`config.mk`:
```
export PLATFORM = sky130hd
export DESIGN_NAME = decode_ctrl
export DESIGN_NICKNAME = d
export VERILOG_FILES = /design/src/decode_pkg.sv /design/src/decode_ctrl.sv /design/src/ex_op_decode.sv /design/src/id_operand_gen.sv /design/src/if_predecode.sv /design/src/insn_latch_pipe.sv /design/src/operand_forward.sv
export VERILOG_INCLUDE_DIRS = /design/src /design/src/src
export SDC_FILE = /design/constraint.sdc
export NUM_CORES = 1
export LEC_CHECK = 0
export BUFFER_PORTS_ARGS = -buffer_cell sky130_fd_sc_hd__buf_2
export CAP_MARGIN = 20
export CORE_ASPECT_RATIO = 0.75
export CORE_MARGIN = 2
export CORE_UTILIZATION = 49
export DETAILED_ROUTE_END_ITERATION = 6
export MAX_ROUTING_LAYER = met4
export PLACE_DENSITY = 0.77
export SETUP_SLACK_MARGIN = 0.4
export SLEW_MARGIN = 20
export SYNTH_ARGS = -nofsm -noshare
export SYNTH_HDL_FRONTEND = slang
export SYNTH_SLANG_ARGS = --single-unit
```
`constraint.sdc`:
```
create_clock -name clk -period 6.1 [get_ports clk]
set_input_delay 1.22 -clock clk [delete_from_list [all_inputs] [get_ports clk]]
set_output_delay 1.22 -clock clk [all_outputs]
set_load 0.01 [all_outputs]
```
`src/decode_macros.svh`:
```
`ifndef DECODE_MACROS_SVH
`define DECODE_MACROS_SVH

////////////////////////////////////////////////////////////
// major opcodes, architecture numbering
////////////////////////////////////////////////////////////
`define OPCODE_J 6'h00
`define OPCODE_JAL 6'h01
`define OPCODE_BNF 6'h03
`define OPCODE_BF 6'h04
`define OPCODE_NOP 6'h05
`define OPCODE_MOVHI 6'h06
`define OPCODE_XSYNC 6'h08
`define OPCODE_RFE 6'h09
`define OPCODE_JR 6'h11
`define OPCODE_JALR 6'h12
`define OPCODE_LWZ 6'h21
`define OPCODE_LWS 6'h22
`define OPCODE_LBZ 6'h23
`define OPCODE_LBS 6'h24
`define OPCODE_LHZ 6'h25
`define OPCODE_LHS 6'h26
`define OPCODE_ADDI 6'h27
`define OPCODE_ADDIC 6'h28
`define OPCODE_ANDI 6'h29
`define OPCODE_ORI 6'h2a
`define OPCODE_XORI 6'h2b
`define OPCODE_MFSPR 6'h2d
`define OPCODE_SFXXI 6'h2f
`define OPCODE_MTSPR 6'h30
`define OPCODE_SW 6'h35
`define OPCODE_SB 6'h36
`define OPCODE_SH 6'h37
`define OPCODE_ALU 6'h38
`define OPCODE_SFXX 6'h39

// instruction fields
`define OPCODE_POS 31:26
`define RD_POS 25:21
`define RA_POS 20:16
`define RB_POS 15:11
`define COMPOP_POS 24:21
`define ALUOP2_POS 9:6
`define ALUOP_POS 4:0
// shift/rotate sub-op, 3 means rotate right
`define SHROTOP_POS 7:6
`define SHROTOP_ROR 2'd3

// nop with bit 16 set, marks an injected bubble
`define NOP_INSN 32'h1541_0000
// r9 takes the return address of jal/jalr
`define LINK_REG 5'd9

////////////////////////////////////////////////////////////
// alu function codes
////////////////////////////////////////////////////////////
`define ALUOP_ADD 5'd0
`define ALUOP_ADDC 5'd1
`define ALUOP_SUB 5'd2
`define ALUOP_AND 5'd3
`define ALUOP_OR 5'd4
`define ALUOP_XOR 5'd5
`define ALUOP_MUL 5'd6
`define ALUOP_SHROT 5'd8
`define ALUOP_DIV 5'd9
`define ALUOP_DIVU 5'd10
`define ALUOP_MULU 5'd11
`define ALUOP_EXTHB 5'd12
`define ALUOP_EXTW 5'd13
`define ALUOP_FFL1 5'd15
// internal codes, above any 4-bit alu field
`define ALUOP_MOVHI 5'd16
`define ALUOP_COMP 5'd17
`define ALUOP_NOP 5'd18

// load/store unit ops
`define LSUOP_NOP 4'b0000
`define LSUOP_LBZ 4'b0010
`define LSUOP_LBS 4'b0011
`define LSUOP_LHZ 4'b0100
`define LSUOP_LHS 4'b0101
`define LSUOP_LWZ 4'b0110
`define LSUOP_LWS 4'b0111
`define LSUOP_SB 4'b1000
`define LSUOP_SH 4'b1010
`define LSUOP_SW 4'b1100

`endif

```
`src/decode_pkg.sv`:
```
package decode_pkg;

	////////////////////////////////////////////////////////////
	// plain vectors
	////////////////////////////////////////////////////////////
	typedef logic [31:0] insn_t;
	typedef logic [5:0] opcode_t;
	typedef logic [4:0] reg_addr_t;
	typedef logic [31:0] word_t;
	// word address, pc bits 31:2
	typedef logic [29:0] target_t;
	typedef logic [4:0] alu_op_t;
	typedef logic [3:0] comp_op_t;
	typedef logic [3:0] lsu_op_t;

	// branch kind, decoded one stage early
	typedef enum logic [2:0] {
		BR_NOP,
		BR_J,
		BR_JR,
		BR_BNF,
		BR_BF,
		BR_RFE
	} branch_op_e;

	// operand source for the alu inputs
	typedef enum logic [1:0] {
		SEL_RF,
		SEL_EX_FORW,
		SEL_WB_FORW,
		SEL_IMM
	} fwd_sel_e;

	// where the writeback value comes from
	typedef enum logic [2:0] {
		RFWB_NONE,
		RFWB_ALU,
		RFWB_LR,
		RFWB_SPRS,
		RFWB_LSU
	} rfwb_src_e;

	// write enable sits in bit 0
	typedef struct packed {
		rfwb_src_e src;
		logic we;
	} rfwb_op_t;

	typedef struct packed {
		alu_op_t alu_op;
		logic [3:0] alu_op2;
		comp_op_t comp_op;
		rfwb_op_t rfwb_op;
		reg_addr_t rf_addrw;
		branch_op_e branch_op;
		logic spr_read;
		logic spr_write;
	} ex_ctrl_t;

endpackage

```
`src/decode_ctrl.sv`:
```
module decode_ctrl (
	input logic clk,
	input logic reset,
	input logic id_freeze,
	input logic ex_freeze,
	input logic wb_freeze,
	input logic except_flushpipe,
	input logic extend_flush,
	input logic pc_we,
	input logic du_flush_pipe,
	input logic abort_mvspr,
	input decode_pkg::insn_t if_insn,
	input decode_pkg::word_t id_pc,
	input logic wbforw_valid,
	input logic du_hwbkpt,
	output logic flushpipe,
	output decode_pkg::insn_t id_insn,
	output decode_pkg::insn_t ex_insn,
	output decode_pkg::insn_t wb_insn,
	output decode_pkg::reg_addr_t rf_addra,
	output decode_pkg::reg_addr_t rf_addrb,
	output logic rf_rda,
	output logic rf_rdb,
	output decode_pkg::branch_op_e id_branch_op,
	output decode_pkg::ex_ctrl_t ex_ctrl,
	output logic ex_spr_read,
	output logic ex_spr_write,
	output logic rfe,
	output decode_pkg::fwd_sel_e sel_a,
	output decode_pkg::fwd_sel_e sel_b,
	output decode_pkg::word_t id_simm,
	output decode_pkg::word_t ex_simm,
	output decode_pkg::target_t id_branch_target,
	output decode_pkg::target_t ex_branch_target,
	output decode_pkg::lsu_op_t id_lsu_op,
	output logic except_illegal,
	output logic sig_syscall,
	output logic sig_trap
);

	// EX nop request from the latch pipe
	logic ex_bubble;
	// registered IF predecode, used by the b operand select
	logic sel_imm;

	////////////////////////////////////////////////////////////
	// stage registers and flush
	////////////////////////////////////////////////////////////

	insn_latch_pipe i_insn_latch_pipe (
		.clk(clk),
		.reset(reset),
		.id_freeze(id_freeze),
		.ex_freeze(ex_freeze),
		.wb_freeze(wb_freeze),
		.except_flushpipe(except_flushpipe),
		.extend_flush(extend_flush),
		.pc_we(pc_we),
		.du_flush_pipe(du_flush_pipe),
		.if_insn(if_insn),
		.id_insn(id_insn),
		.ex_insn(ex_insn),
		.wb_insn(wb_insn),
		.flushpipe(flushpipe),
		.ex_bubble(ex_bubble)
	);

	if_predecode i_if_predecode (
		.clk(clk),
		.reset(reset),
		.id_freeze(id_freeze),
		.flushpipe(flushpipe),
		.if_insn(if_insn),
		.id_branch_op(id_branch_op),
		.sel_imm(sel_imm),
		.rf_addra(rf_addra),
		.rf_addrb(rf_addrb),
		.rf_rda(rf_rda),
		.rf_rdb(rf_rdb)
	);

	////////////////////////////////////////////////////////////
	// ID operands and EX control
	////////////////////////////////////////////////////////////

	id_operand_gen i_id_operand_gen (
		.clk(clk),
		.reset(reset),
		.ex_freeze(ex_freeze),
		.id_insn(id_insn),
		.id_pc(id_pc),
		.id_simm(id_simm),
		.ex_simm(ex_simm),
		.id_branch_target(id_branch_target),
		.ex_branch_target(ex_branch_target),
		.id_lsu_op(id_lsu_op)
	);

	ex_op_decode i_ex_op_decode (
		.clk(clk),
		.reset(reset),
		.ex_freeze(ex_freeze),
		.ex_bubble(ex_bubble),
		.abort_mvspr(abort_mvspr),
		.du_hwbkpt(du_hwbkpt),
		.id_insn(id_insn),
		.id_branch_op(id_branch_op),
		.ex_ctrl(ex_ctrl),
		.ex_spr_read(ex_spr_read),
		.ex_spr_write(ex_spr_write),
		.rfe(rfe),
		.except_illegal(except_illegal),
		.sig_syscall(sig_syscall),
		.sig_trap(sig_trap)
	);

	// forwarding compares against the EX destination
	operand_forward i_operand_forward (
		.clk(clk),
		.reset(reset),
		.wb_freeze(wb_freeze),
		.wbforw_valid(wbforw_valid),
		.sel_imm(sel_imm),
		.id_insn(id_insn),
		.rf_addrw(ex_ctrl.rf_addrw),
		.rfwb_we(ex_ctrl.rfwb_op.we),
		.sel_a(sel_a),
		.sel_b(sel_b)
	);

endmodule

```
`src/ex_op_decode.sv`:
```
`include "decode_macros.svh"

module ex_op_decode (
	input logic clk,
	input logic reset,
	input logic ex_freeze,
	input logic ex_bubble,
	input logic abort_mvspr,
	input logic du_hwbkpt,
	input decode_pkg::insn_t id_insn,
	input decode_pkg::branch_op_e id_branch_op,
	output decode_pkg::ex_ctrl_t ex_ctrl,
	output logic ex_spr_read,
	output logic ex_spr_write,
	output logic rfe,
	output logic except_illegal,
	output logic sig_syscall,
	output logic sig_trap
);

	// EX state of a nop
	localparam decode_pkg::ex_ctrl_t CTRL_IDLE = '{
		alu_op: `ALUOP_NOP,
		alu_op2: 4'd0,
		comp_op: 4'd0,
		rfwb_op: '{src: decode_pkg::RFWB_NONE, we: 1'b0},
		rf_addrw: 5'd0,
		branch_op: decode_pkg::BR_NOP,
		spr_read: 1'b0,
		spr_write: 1'b0
	};

	decode_pkg::opcode_t opcode;
	decode_pkg::alu_op_t alu_func;
	decode_pkg::ex_ctrl_t ctrl_next;
	logic alu_illegal;
	logic illegal_next;
	logic syscall_next;
	logic trap_next;

	assign opcode = id_insn[`OPCODE_POS];
	assign alu_func = id_insn[`ALUOP_POS];

	// alu functions without hardware here
	assign alu_illegal = (alu_func inside {`ALUOP_MUL, `ALUOP_MULU, `ALUOP_DIV,
		`ALUOP_DIVU, `ALUOP_FFL1, `ALUOP_EXTHB, `ALUOP_EXTW}) |
		((alu_func == `ALUOP_SHROT) & (id_insn[`SHROTOP_POS] == `SHROTOP_ROR));

	// l.sys and l.trap share the xsync opcode
	assign syscall_next = (id_insn[31:23] == {`OPCODE_XSYNC, 3'b000});
	assign trap_next = (id_insn[31:23] == {`OPCODE_XSYNC, 3'b010}) | du_hwbkpt;

	////////////////////////////////////////////////////////////
	// control decode from the ID insn
	////////////////////////////////////////////////////////////

	always_comb begin
		ctrl_next = CTRL_IDLE;
		ctrl_next.alu_op2 = id_insn[`ALUOP2_POS];
		ctrl_next.comp_op = id_insn[`COMPOP_POS];
		ctrl_next.rf_addrw = id_insn[`RD_POS];
		ctrl_next.branch_op = id_branch_op;
		illegal_next = 1'b0;
		case (opcode)
			// link writes r9
			`OPCODE_JAL, `OPCODE_JALR: begin
				ctrl_next.rfwb_op = '{src: decode_pkg::RFWB_LR, we: 1'b1};
				ctrl_next.rf_addrw = `LINK_REG;
			end
			`OPCODE_MOVHI: begin
				ctrl_next.alu_op = `ALUOP_MOVHI;
				ctrl_next.rfwb_op = '{src: decode_pkg::RFWB_ALU, we: 1'b1};
			end
			`OPCODE_ADDI: begin
				ctrl_next.alu_op = `ALUOP_ADD;
				ctrl_next.rfwb_op = '{src: decode_pkg::RFWB_ALU, we: 1'b1};
			end
			`OPCODE_ADDIC: begin
				ctrl_next.alu_op = `ALUOP_ADDC;
				ctrl_next.rfwb_op = '{src: decode_pkg::RFWB_ALU, we: 1'b1};
			end
			`OPCODE_ANDI: begin
				ctrl_next.alu_op = `ALUOP_AND;
				ctrl_next.rfwb_op = '{src: decode_pkg::RFWB_ALU, we: 1'b1};
			end
			`OPCODE_ORI: begin
				ctrl_next.alu_op = `ALUOP_OR;
				ctrl_next.rfwb_op = '{src: decode_pkg::RFWB_ALU, we: 1'b1};
			end
			`OPCODE_XORI: begin
				ctrl_next.alu_op = `ALUOP_XOR;
				ctrl_next.rfwb_op = '{src: decode_pkg::RFWB_ALU, we: 1'b1};
			end
			// register-register alu, function in the low bits
			`OPCODE_ALU: begin
				ctrl_next.alu_op = {1'b0, id_insn[3:0]};
				ctrl_next.rfwb_op = '{src: decode_pkg::RFWB_ALU, we: 1'b1};
				illegal_next = alu_illegal;
			end
			`OPCODE_SFXX, `OPCODE_SFXXI:
				ctrl_next.alu_op = `ALUOP_COMP;
			`OPCODE_MFSPR: begin
				ctrl_next.rfwb_op = '{src: decode_pkg::RFWB_SPRS, we: 1'b1};
				ctrl_next.spr_read = 1'b1;
			end
			`OPCODE_MTSPR:
				ctrl_next.spr_write = 1'b1;
			`OPCODE_LWZ, `OPCODE_LWS, `OPCODE_LBZ, `OPCODE_LBS,
			`OPCODE_LHZ, `OPCODE_LHS:
				ctrl_next.rfwb_op = '{src: decode_pkg::RFWB_LSU, we: 1'b1};
			// legal, no alu or writeback work
			`OPCODE_J, `OPCODE_JR, `OPCODE_BNF, `OPCODE_BF, `OPCODE_RFE,
			`OPCODE_XSYNC, `OPCODE_NOP, `OPCODE_SW, `OPCODE_SB, `OPCODE_SH:
				illegal_next = 1'b0;
			// mul, div, rotate, fpu, mac, cust5 and the rest
			default:
				illegal_next = 1'b1;
		endcase
	end

	always_ff @(posedge clk) begin
		if (reset || ex_bubble) begin
			ex_ctrl <= CTRL_IDLE;
			except_illegal <= 1'b0;
			sig_syscall <= 1'b0;
			sig_trap <= 1'b0;
		end else if (!ex_freeze) begin
			ex_ctrl <= ctrl_next;
			except_illegal <= illegal_next;
			sig_syscall <= syscall_next;
			sig_trap <= trap_next;
		end
	end

	// aborted mfspr/mtspr must not reach the spr bus
	assign ex_spr_read = ex_ctrl.spr_read & !abort_mvspr;
	assign ex_spr_write = ex_ctrl.spr_write & !abort_mvspr;

	assign rfe = (id_branch_op == decode_pkg::BR_RFE) |
		(ex_ctrl.branch_op == decode_pkg::BR_RFE);

endmodule

```
`src/id_operand_gen.sv`:
```
`include "decode_macros.svh"

module id_operand_gen (
	input logic clk,
	input logic reset,
	input logic ex_freeze,
	input decode_pkg::insn_t id_insn,
	input decode_pkg::word_t id_pc,
	output decode_pkg::word_t id_simm,
	output decode_pkg::word_t ex_simm,
	output decode_pkg::target_t id_branch_target,
	output decode_pkg::target_t ex_branch_target,
	output decode_pkg::lsu_op_t id_lsu_op
);

	decode_pkg::opcode_t opcode;

	assign opcode = id_insn[`OPCODE_POS];

	////////////////////////////////////////////////////////////
	// immediate extension
	////////////////////////////////////////////////////////////

	always_comb begin
		case (opcode)
			// signed 16-bit immediate
			`OPCODE_ADDI, `OPCODE_ADDIC, `OPCODE_XORI, `OPCODE_SFXXI,
			`OPCODE_LWZ, `OPCODE_LWS, `OPCODE_LBZ, `OPCODE_LBS,
			`OPCODE_LHZ, `OPCODE_LHS:
				id_simm = {{16{id_insn[15]}}, id_insn[15:0]};
			// spr number split around rb
			`OPCODE_MTSPR:
				id_simm = {16'b0, id_insn[25:21], id_insn[10:0]};
			// store offset, same split, signed
			`OPCODE_SW, `OPCODE_SB, `OPCODE_SH:
				id_simm = {{16{id_insn[25]}}, id_insn[25:21], id_insn[10:0]};
			default:
				id_simm = {16'b0, id_insn[15:0]};
		endcase
	end

	// 26-bit word offset relative to the ID pc
	assign id_branch_target = {{4{id_insn[25]}}, id_insn[25:0]} + id_pc[31:2];

	// load/store op for the lsu
	always_comb begin
		case (opcode)
			`OPCODE_LWZ: id_lsu_op = `LSUOP_LWZ;
			`OPCODE_LWS: id_lsu_op = `LSUOP_LWS;
			`OPCODE_LBZ: id_lsu_op = `LSUOP_LBZ;
			`OPCODE_LBS: id_lsu_op = `LSUOP_LBS;
			`OPCODE_LHZ: id_lsu_op = `LSUOP_LHZ;
			`OPCODE_LHS: id_lsu_op = `LSUOP_LHS;
			`OPCODE_SW: id_lsu_op = `LSUOP_SW;
			`OPCODE_SB: id_lsu_op = `LSUOP_SB;
			`OPCODE_SH: id_lsu_op = `LSUOP_SH;
			default: id_lsu_op = `LSUOP_NOP;
		endcase
	end

	// EX copies, a bubble leaves them as they are
	always_ff @(posedge clk) begin
		if (reset) begin
			ex_simm <= '0;
			ex_branch_target <= '0;
		end else if (!ex_freeze) begin
			ex_simm <= id_simm;
			ex_branch_target <= id_branch_target;
		end
	end

endmodule

```
`src/if_predecode.sv`:
```
`include "decode_macros.svh"

module if_predecode (
	input logic clk,
	input logic reset,
	input logic id_freeze,
	input logic flushpipe,
	input decode_pkg::insn_t if_insn,
	output decode_pkg::branch_op_e id_branch_op,
	output logic sel_imm,
	output decode_pkg::reg_addr_t rf_addra,
	output decode_pkg::reg_addr_t rf_addrb,
	output logic rf_rda,
	output logic rf_rdb
);

	decode_pkg::opcode_t opcode;
	decode_pkg::branch_op_e branch_next;
	logic imm_next;

	assign opcode = if_insn[`OPCODE_POS];

	// register file read port, straight from fetch
	assign rf_addra = if_insn[`RA_POS];
	assign rf_addrb = if_insn[`RB_POS];
	assign rf_rda = if_insn[31];
	assign rf_rdb = if_insn[30];

	////////////////////////////////////////////////////////////
	// branch kind and immediate use
	////////////////////////////////////////////////////////////

	always_comb begin
		branch_next = decode_pkg::BR_NOP;
		imm_next = 1'b1;
		case (opcode)
			`OPCODE_J, `OPCODE_JAL:
				branch_next = decode_pkg::BR_J;
			`OPCODE_JR, `OPCODE_JALR: begin
				branch_next = decode_pkg::BR_JR;
				imm_next = 1'b0;
			end
			`OPCODE_BNF:
				branch_next = decode_pkg::BR_BNF;
			`OPCODE_BF:
				branch_next = decode_pkg::BR_BF;
			`OPCODE_RFE: begin
				branch_next = decode_pkg::BR_RFE;
				imm_next = 1'b0;
			end
			// operand b from the register file
			`OPCODE_MFSPR, `OPCODE_MTSPR, `OPCODE_XSYNC, `OPCODE_SW,
			`OPCODE_SB, `OPCODE_SH, `OPCODE_ALU, `OPCODE_SFXX, `OPCODE_NOP:
				imm_next = 1'b0;
			default:
				imm_next = 1'b1;
		endcase
	end

	always_ff @(posedge clk) begin
		if (reset)
			id_branch_op <= decode_pkg::BR_NOP;
		else if (flushpipe)
			id_branch_op <= decode_pkg::BR_NOP;
		else if (!id_freeze)
			id_branch_op <= branch_next;
	end

	// not flushed, the nop that replaces the insn ignores it
	always_ff @(posedge clk) begin
		if (reset)
			sel_imm <= 1'b0;
		else if (!id_freeze)
			sel_imm <= imm_next;
	end

endmodule

```
`src/insn_latch_pipe.sv`:
```
`include "decode_macros.svh"

module insn_latch_pipe (
	input logic clk,
	input logic reset,
	input logic id_freeze,
	input logic ex_freeze,
	input logic wb_freeze,
	input logic except_flushpipe,
	input logic extend_flush,
	input logic pc_we,
	input logic du_flush_pipe,
	input decode_pkg::insn_t if_insn,
	output decode_pkg::insn_t id_insn,
	output decode_pkg::insn_t ex_insn,
	output decode_pkg::insn_t wb_insn,
	output logic flushpipe,
	output logic ex_bubble
);

	////////////////////////////////////////////////////////////
	// flush and bubble
	////////////////////////////////////////////////////////////

	// any redirect or debug request empties IF/ID
	assign flushpipe = except_flushpipe | pc_we | extend_flush | du_flush_pipe;

	// EX moves on while ID stalls, so EX gets a nop
	assign ex_bubble = (!ex_freeze & id_freeze) | flushpipe;

	////////////////////////////////////////////////////////////
	// instruction registers
	////////////////////////////////////////////////////////////

	always_ff @(posedge clk) begin
		if (reset)
			id_insn <= `NOP_INSN;
		else if (flushpipe)
			id_insn <= `NOP_INSN;
		else if (!id_freeze)
			id_insn <= if_insn;
	end

	always_ff @(posedge clk) begin
		if (reset)
			ex_insn <= `NOP_INSN;
		else if (ex_bubble)
			ex_insn <= `NOP_INSN;
		else if (!ex_freeze)
			ex_insn <= id_insn;
	end

	// wb copy keeps the retired insn, flush leaves it alone
	always_ff @(posedge clk) begin
		if (reset)
			wb_insn <= `NOP_INSN;
		else if (!wb_freeze)
			wb_insn <= ex_insn;
	end

endmodule

```
`src/operand_forward.sv`:
```
`include "decode_macros.svh"

module operand_forward (
	input logic clk,
	input logic reset,
	input logic wb_freeze,
	input logic wbforw_valid,
	input logic sel_imm,
	input decode_pkg::insn_t id_insn,
	input decode_pkg::reg_addr_t rf_addrw,
	input logic rfwb_we,
	output decode_pkg::fwd_sel_e sel_a,
	output decode_pkg::fwd_sel_e sel_b
);

	decode_pkg::reg_addr_t wb_rfaddrw;

	// destination of the insn now in WB
	always_ff @(posedge clk) begin
		if (reset)
			wb_rfaddrw <= 5'd0;
		else if (!wb_freeze)
			wb_rfaddrw <= rf_addrw;
	end

	////////////////////////////////////////////////////////////
	// operand selects, EX result wins over WB
	////////////////////////////////////////////////////////////

	always_comb begin
		if ((id_insn[`RA_POS] == rf_addrw) && rfwb_we)
			sel_a = decode_pkg::SEL_EX_FORW;
		else if ((id_insn[`RA_POS] == wb_rfaddrw) && wbforw_valid)
			sel_a = decode_pkg::SEL_WB_FORW;
		else
			sel_a = decode_pkg::SEL_RF;
	end

	// immediate overrides any forward on b
	always_comb begin
		if (sel_imm)
			sel_b = decode_pkg::SEL_IMM;
		else if ((id_insn[`RB_POS] == rf_addrw) && rfwb_we)
			sel_b = decode_pkg::SEL_EX_FORW;
		else if ((id_insn[`RB_POS] == wb_rfaddrw) && wbforw_valid)
			sel_b = decode_pkg::SEL_WB_FORW;
		else
			sel_b = decode_pkg::SEL_RF;
	end

endmodule

```
# Word level (Yosys, flattened, before mapping)
# Cells that the tools add are included.
# op_classes
n_addsub,1
eq_ne,60
muxes,15
bitwise_logic,11
reduce_logical,22
# op_table
cell,n
$eq A6 B6 Y1 const B,26
$pmux W32 S3,1
$pmux W5 S8,1
$pmux W4 S9,1
$eq A5 B4 Y1 const B,7
$add A30 B30 Y30,1
$eq A6 B3 Y1 const B,5
$reduce_or A28 Y1,1
$eq A6 B4 Y1 const B,4
$eq A6 B5 Y1 const B,4
$eq A5 B5 Y1,4
$eq A9 B7 Y1 const B,2
$pmux W4 S4,1
$pmux W3 S5,1
$eq A6 B1 Y1 const B,2
$eq A6 B2 Y1 const B,2
$logic_not A6 Y1,2
$reduce_or A12 Y1,1
$reduce_or A2 Y1,6
$mux W2,5
$reduce_or A10 Y1,1
$or A1 B1 Y1,7
$reduce_bool A7 Y1,1
$reduce_or A7 Y1,1
12 further kinds,22
# word_totals
ff_bits,197
word_cells,129

# Logic depth before layout (Yosys ltp)
# logic_depth
word_depth,5
mapped_depth,10
mapped_depth_nobuf,10

# Hierarchy
# A second synthesis with hierarchy kept.
# unflattened
cells_unflattened,1126
hier_area_um2,10304.9
# by_module_without_submodules
module,instances,cells_per_inst,area_each_um2
id_operand_gen,1,476,3972.6
insn_latch_pipe,1,359,3943.8
ex_op_decode,1,186,1525.2
if_predecode,1,59,446.7
operand_forward,1,46,416.6

# Worst setup path before layout
# OpenSTA, ideal clock, no wires.
# synth_timing
path_type,input -> output
startpoint,in id_pc[2]
endpoint,out id_branch_target[24]
arrival_time_ns,3.239
required_ns,4.880
path_slack_ns,1.641
cell_stages,10
n_path_buf,0
path_cell_list,ha_1 > inv_1 > fa_1 > and2b_2 > o211ai_1 > a31o_1 > nor4_2 > o21ai_2 > o21ai_0 > xor2_1
# synth_between
elab_chain_cells,1
# synth_lines
element,line,source
from (decl),decode_ctrl.sv:13,"input decode_pkg::word_t id_pc,"
$add A30 B30 Y30,id_operand_gen.sv:43,"assign id_branch_target = {{4{id_insn[25]}}, id_insn[25:0]} + id_pc[31:2];"
to (decl),decode_ctrl.sv:33,"output decode_pkg::target_t id_branch_target,"
# No other way between the ends.

# Final worst setup path
# Ends and elaborated chain as after synthesis.

==> flow_summary.toml <==
[synthesis]
syn_area_mm2 = 0.009495
yosys.area.top_type = "dfxtp_1"
ys_seq_elements = 176
synth.top_cell.area_share_pct = 37.11
ys_seq_area_share_pct = 37.11
synth.avg_cell_area_um2 = 8.307
async_reset_ff_share_pct = 0
synth_cell_type_count = 78
ys.warnings.count = 0
synth_common_cells = "dfxtp_1, nor2_1, nand2_1"
syn_nets = 1249
synth_area_leaders = "dfxtp_1, mux2i_1, nor2_1"
synth_cells = 1143
synth_ff_type = "dfxtp_1"
synth_edf_count = 0
synth.most_common_cell = "dfxtp_1"

[clock_network]
clock_latency_ps = 430
clock-sinks = 176
clock_path_buffers = 2
clockRootBuffer = "clkbuf_16"
cts_htree_levels = 4
cts_buffers = 17
post_cts_buffers = 0
cts_tree = "yes"
clk_pin_slew_ps = 70
ctsResizeCount = 0
cts_hold_buf = 0

[timing]
fin_crit_sh_pct = 81.84
setup_viol = 0
hold_viol = 0
fin_crit_ps = 4992
finClkSkew_ps = 14.89
hold_slack_ps = 462.7
fmax_ghz = 0.2003
rsz0062_at_grt = "no"
worst_slack_ps = 1108
tns_ps = 0
slew_headroom_pct = 33.38
finalMaxSlewViolations = 0
worst_pin_slew_ps = 995.6

[global_routing]
grt_first_pass_wirelength_um = 46370
antenna_found_initial = 0
grt_max_degree = 89
grt_overflow_total = 0
grt_use_total_pct = 29.92
grt_pass1_vias = 8204

[critical_path]
worst_path_largest_cell_delay_ps = 460
path_buf_inv = 3
critPathKind = "input pin to output pin"
crit_arrival_ps = 3770
cp_common_cell = "buf_2"
crit_path_max_fanout = 3
endpoint_kind = "output pin"
required_ps = 4880
critPathSlowestCell = "nor4_2"
cp_cell_sequence = "buf_2, ha_1, inv_1, fa_1, and2b_2, o211ai_1, a31o_1, nor4_2, o21ai_2, o21ai_0, xor2_1, buf_2"
critPathTopFamily = "compound AO/OA/AOI/OAI gates"
crit_path_start_kind = "input pin"

[place]
io_buffers = 350
gp_congestion = 0.9311
hpwl_um = 22020
dp_worst_setup_slack_ps = 1113
post-place-cells = 1609
dpl_cell_area_mm2 = 0.01080

[outcome]
outcome = "complete, no violations"

[floorplan]
fp.dieW_um = 164.7
row_count = 44
pin_count = 353
die-height_um = 124.6
core_area_mm2 = 0.01916
die-area_mm2 = 0.02052
start_util_pct = 49.56

[pwr]
vdd_drop_max_mv = 0.1806
power.total_mw = 2.610
p_per_area_mw_per_mm2 = 228.7
leakage_nw = 5.522

[flow_run]
timing.max_cap.violations = 0

[route]
routed_wl_um = 30520
highest_layer = "met4"
wl_per_cell_um = 18.60
routed-via-count = 9148
drc = 0
drt_pass1_iterations = 5
dr_wl_met3_um = 2681
detail-route-antenna-nets = 0
via_per_inst = 5.575
met2_length_um = 13930
first_iter_violations = 806
met1_length_um = 13280

[worst_hold_path]
hold_path_class = "flop to flop"

[cells_and_area]
layout-drive-gt1-share_pct = 29.83
final_cells = 1641
post-route-util_pct = 59.57
n_antenna_cell = 0
fin_area_mm2 = 0.01141
finalNetCount = 1481
area_growth_pct = 20.19
worst min-delay path, stage by stage, from the launching register on:
cell	delay [ps]
dfxtp_1	310
nand2_1	50
a21oi_1	50
layout make-up:
class                      count  area, um2
multi-input combinational    803       5065
tap                          253      316.6
sequential                   176       3523
clock buffer                  17      425.4
inverter                      18      67.56
timing repair buffer         359       1824
clock inverter                15      190.2
fill                        1754       7746
report_power, final:
| part | internal [mW] | switching, mW |
|---|---|---|
| Sequential | 1.17 | 0.0130 |
| Clock | 0.593 | 0.554 |
| Combinational | 0.111 | 0.173 |
placed cells by master (no fill, tap or decap), types with 11 or more instances in the layout:
cell type | synthesis | layout
nand2_1 | 116 | 116
clkbuf_16 | 0 | 17
ha_1 | 29 | 29
nand3_1 | 22 | 22
nor2_1 | 161 | 161
mux2i_1 | 92 | 92
inv_1 | 18 | 17
buf_2 | 6 | 348
nor3_1 | 13 | 13
nor2b_1 | 19 | 19
a21oi_1 | 92 | 92
dfxtp_1 | 176 | 176
xnor2_1 | 21 | 21
xor2_1 | 27 | 27
o21ai_0 | 37 | 37
nor4_1 | 11 | 11
buf_4 | 73 | 11
logic make-up (layout without fill, tap and decap cells):
logic type / count (synthesis) / count (layout) / synth area share, %
flip-flops: 176 / 176 / 37.11
buffers and inverters: 164 / 409 / 9.672
adder cells (fa/ha/maj): 30 / 30 / 4.032
XOR/XNOR: 48 / 48 / 4.428
multiplexers: 97 / 97 / 10.29
AO/OA/AOI/OAI: 233 / 233 / 15.73
AND/OR/NAND/NOR: 395 / 395 / 18.74
worst paths after layout:
| path | start | end | slack, ps | depth (start not counted) |
|---|---|---|---|---|
| hold reg to reg | i_id_operand_gen.ex_simm[12] | i_id_operand_gen.ex_simm[12] | 460 | 2 |
| setup / recovery | id_pc[2] | id_branch_target[24] | 1110 | 12 |
| setup reg to reg | i_insn_latch_pipe.id_insn[0] | i_id_operand_gen.ex_branch_target[24] | 2960 | 10 |
| hold / removal | i_id_operand_gen.ex_simm[12] | i_id_operand_gen.ex_simm[12] | 460 | 2 |
flip-flops by register name (all words and copies together) (netlist names):
signal / flops
i_insn_latch_pipe.ex_insn: 32
i_insn_latch_pipe.id_insn: 32
i_insn_latch_pipe.wb_insn: 32
i_id_operand_gen.ex_branch_target: 30
i_ex_op_decode.ex_ctrl: 21
i_id_operand_gen.ex_simm: 17
i_operand_forward.wb_rfaddrw: 5
i_if_predecode.id_branch_op: 3
i_ex_op_decode.except_illegal: 1
i_ex_op_decode.sig_syscall: 1
i_ex_op_decode.sig_trap: 1
i_if_predecode.sel_imm: 1
layer usage:
layer / up-vias / track usage [%]
li1: 4358 / -
met1: 4277 / 39.64
met2: 473 / 46.35
met3: 40 / 6.394
met4: 0 / 8.133
met5: - / -
No activity file was read; power rests on OpenSTA's default activity.
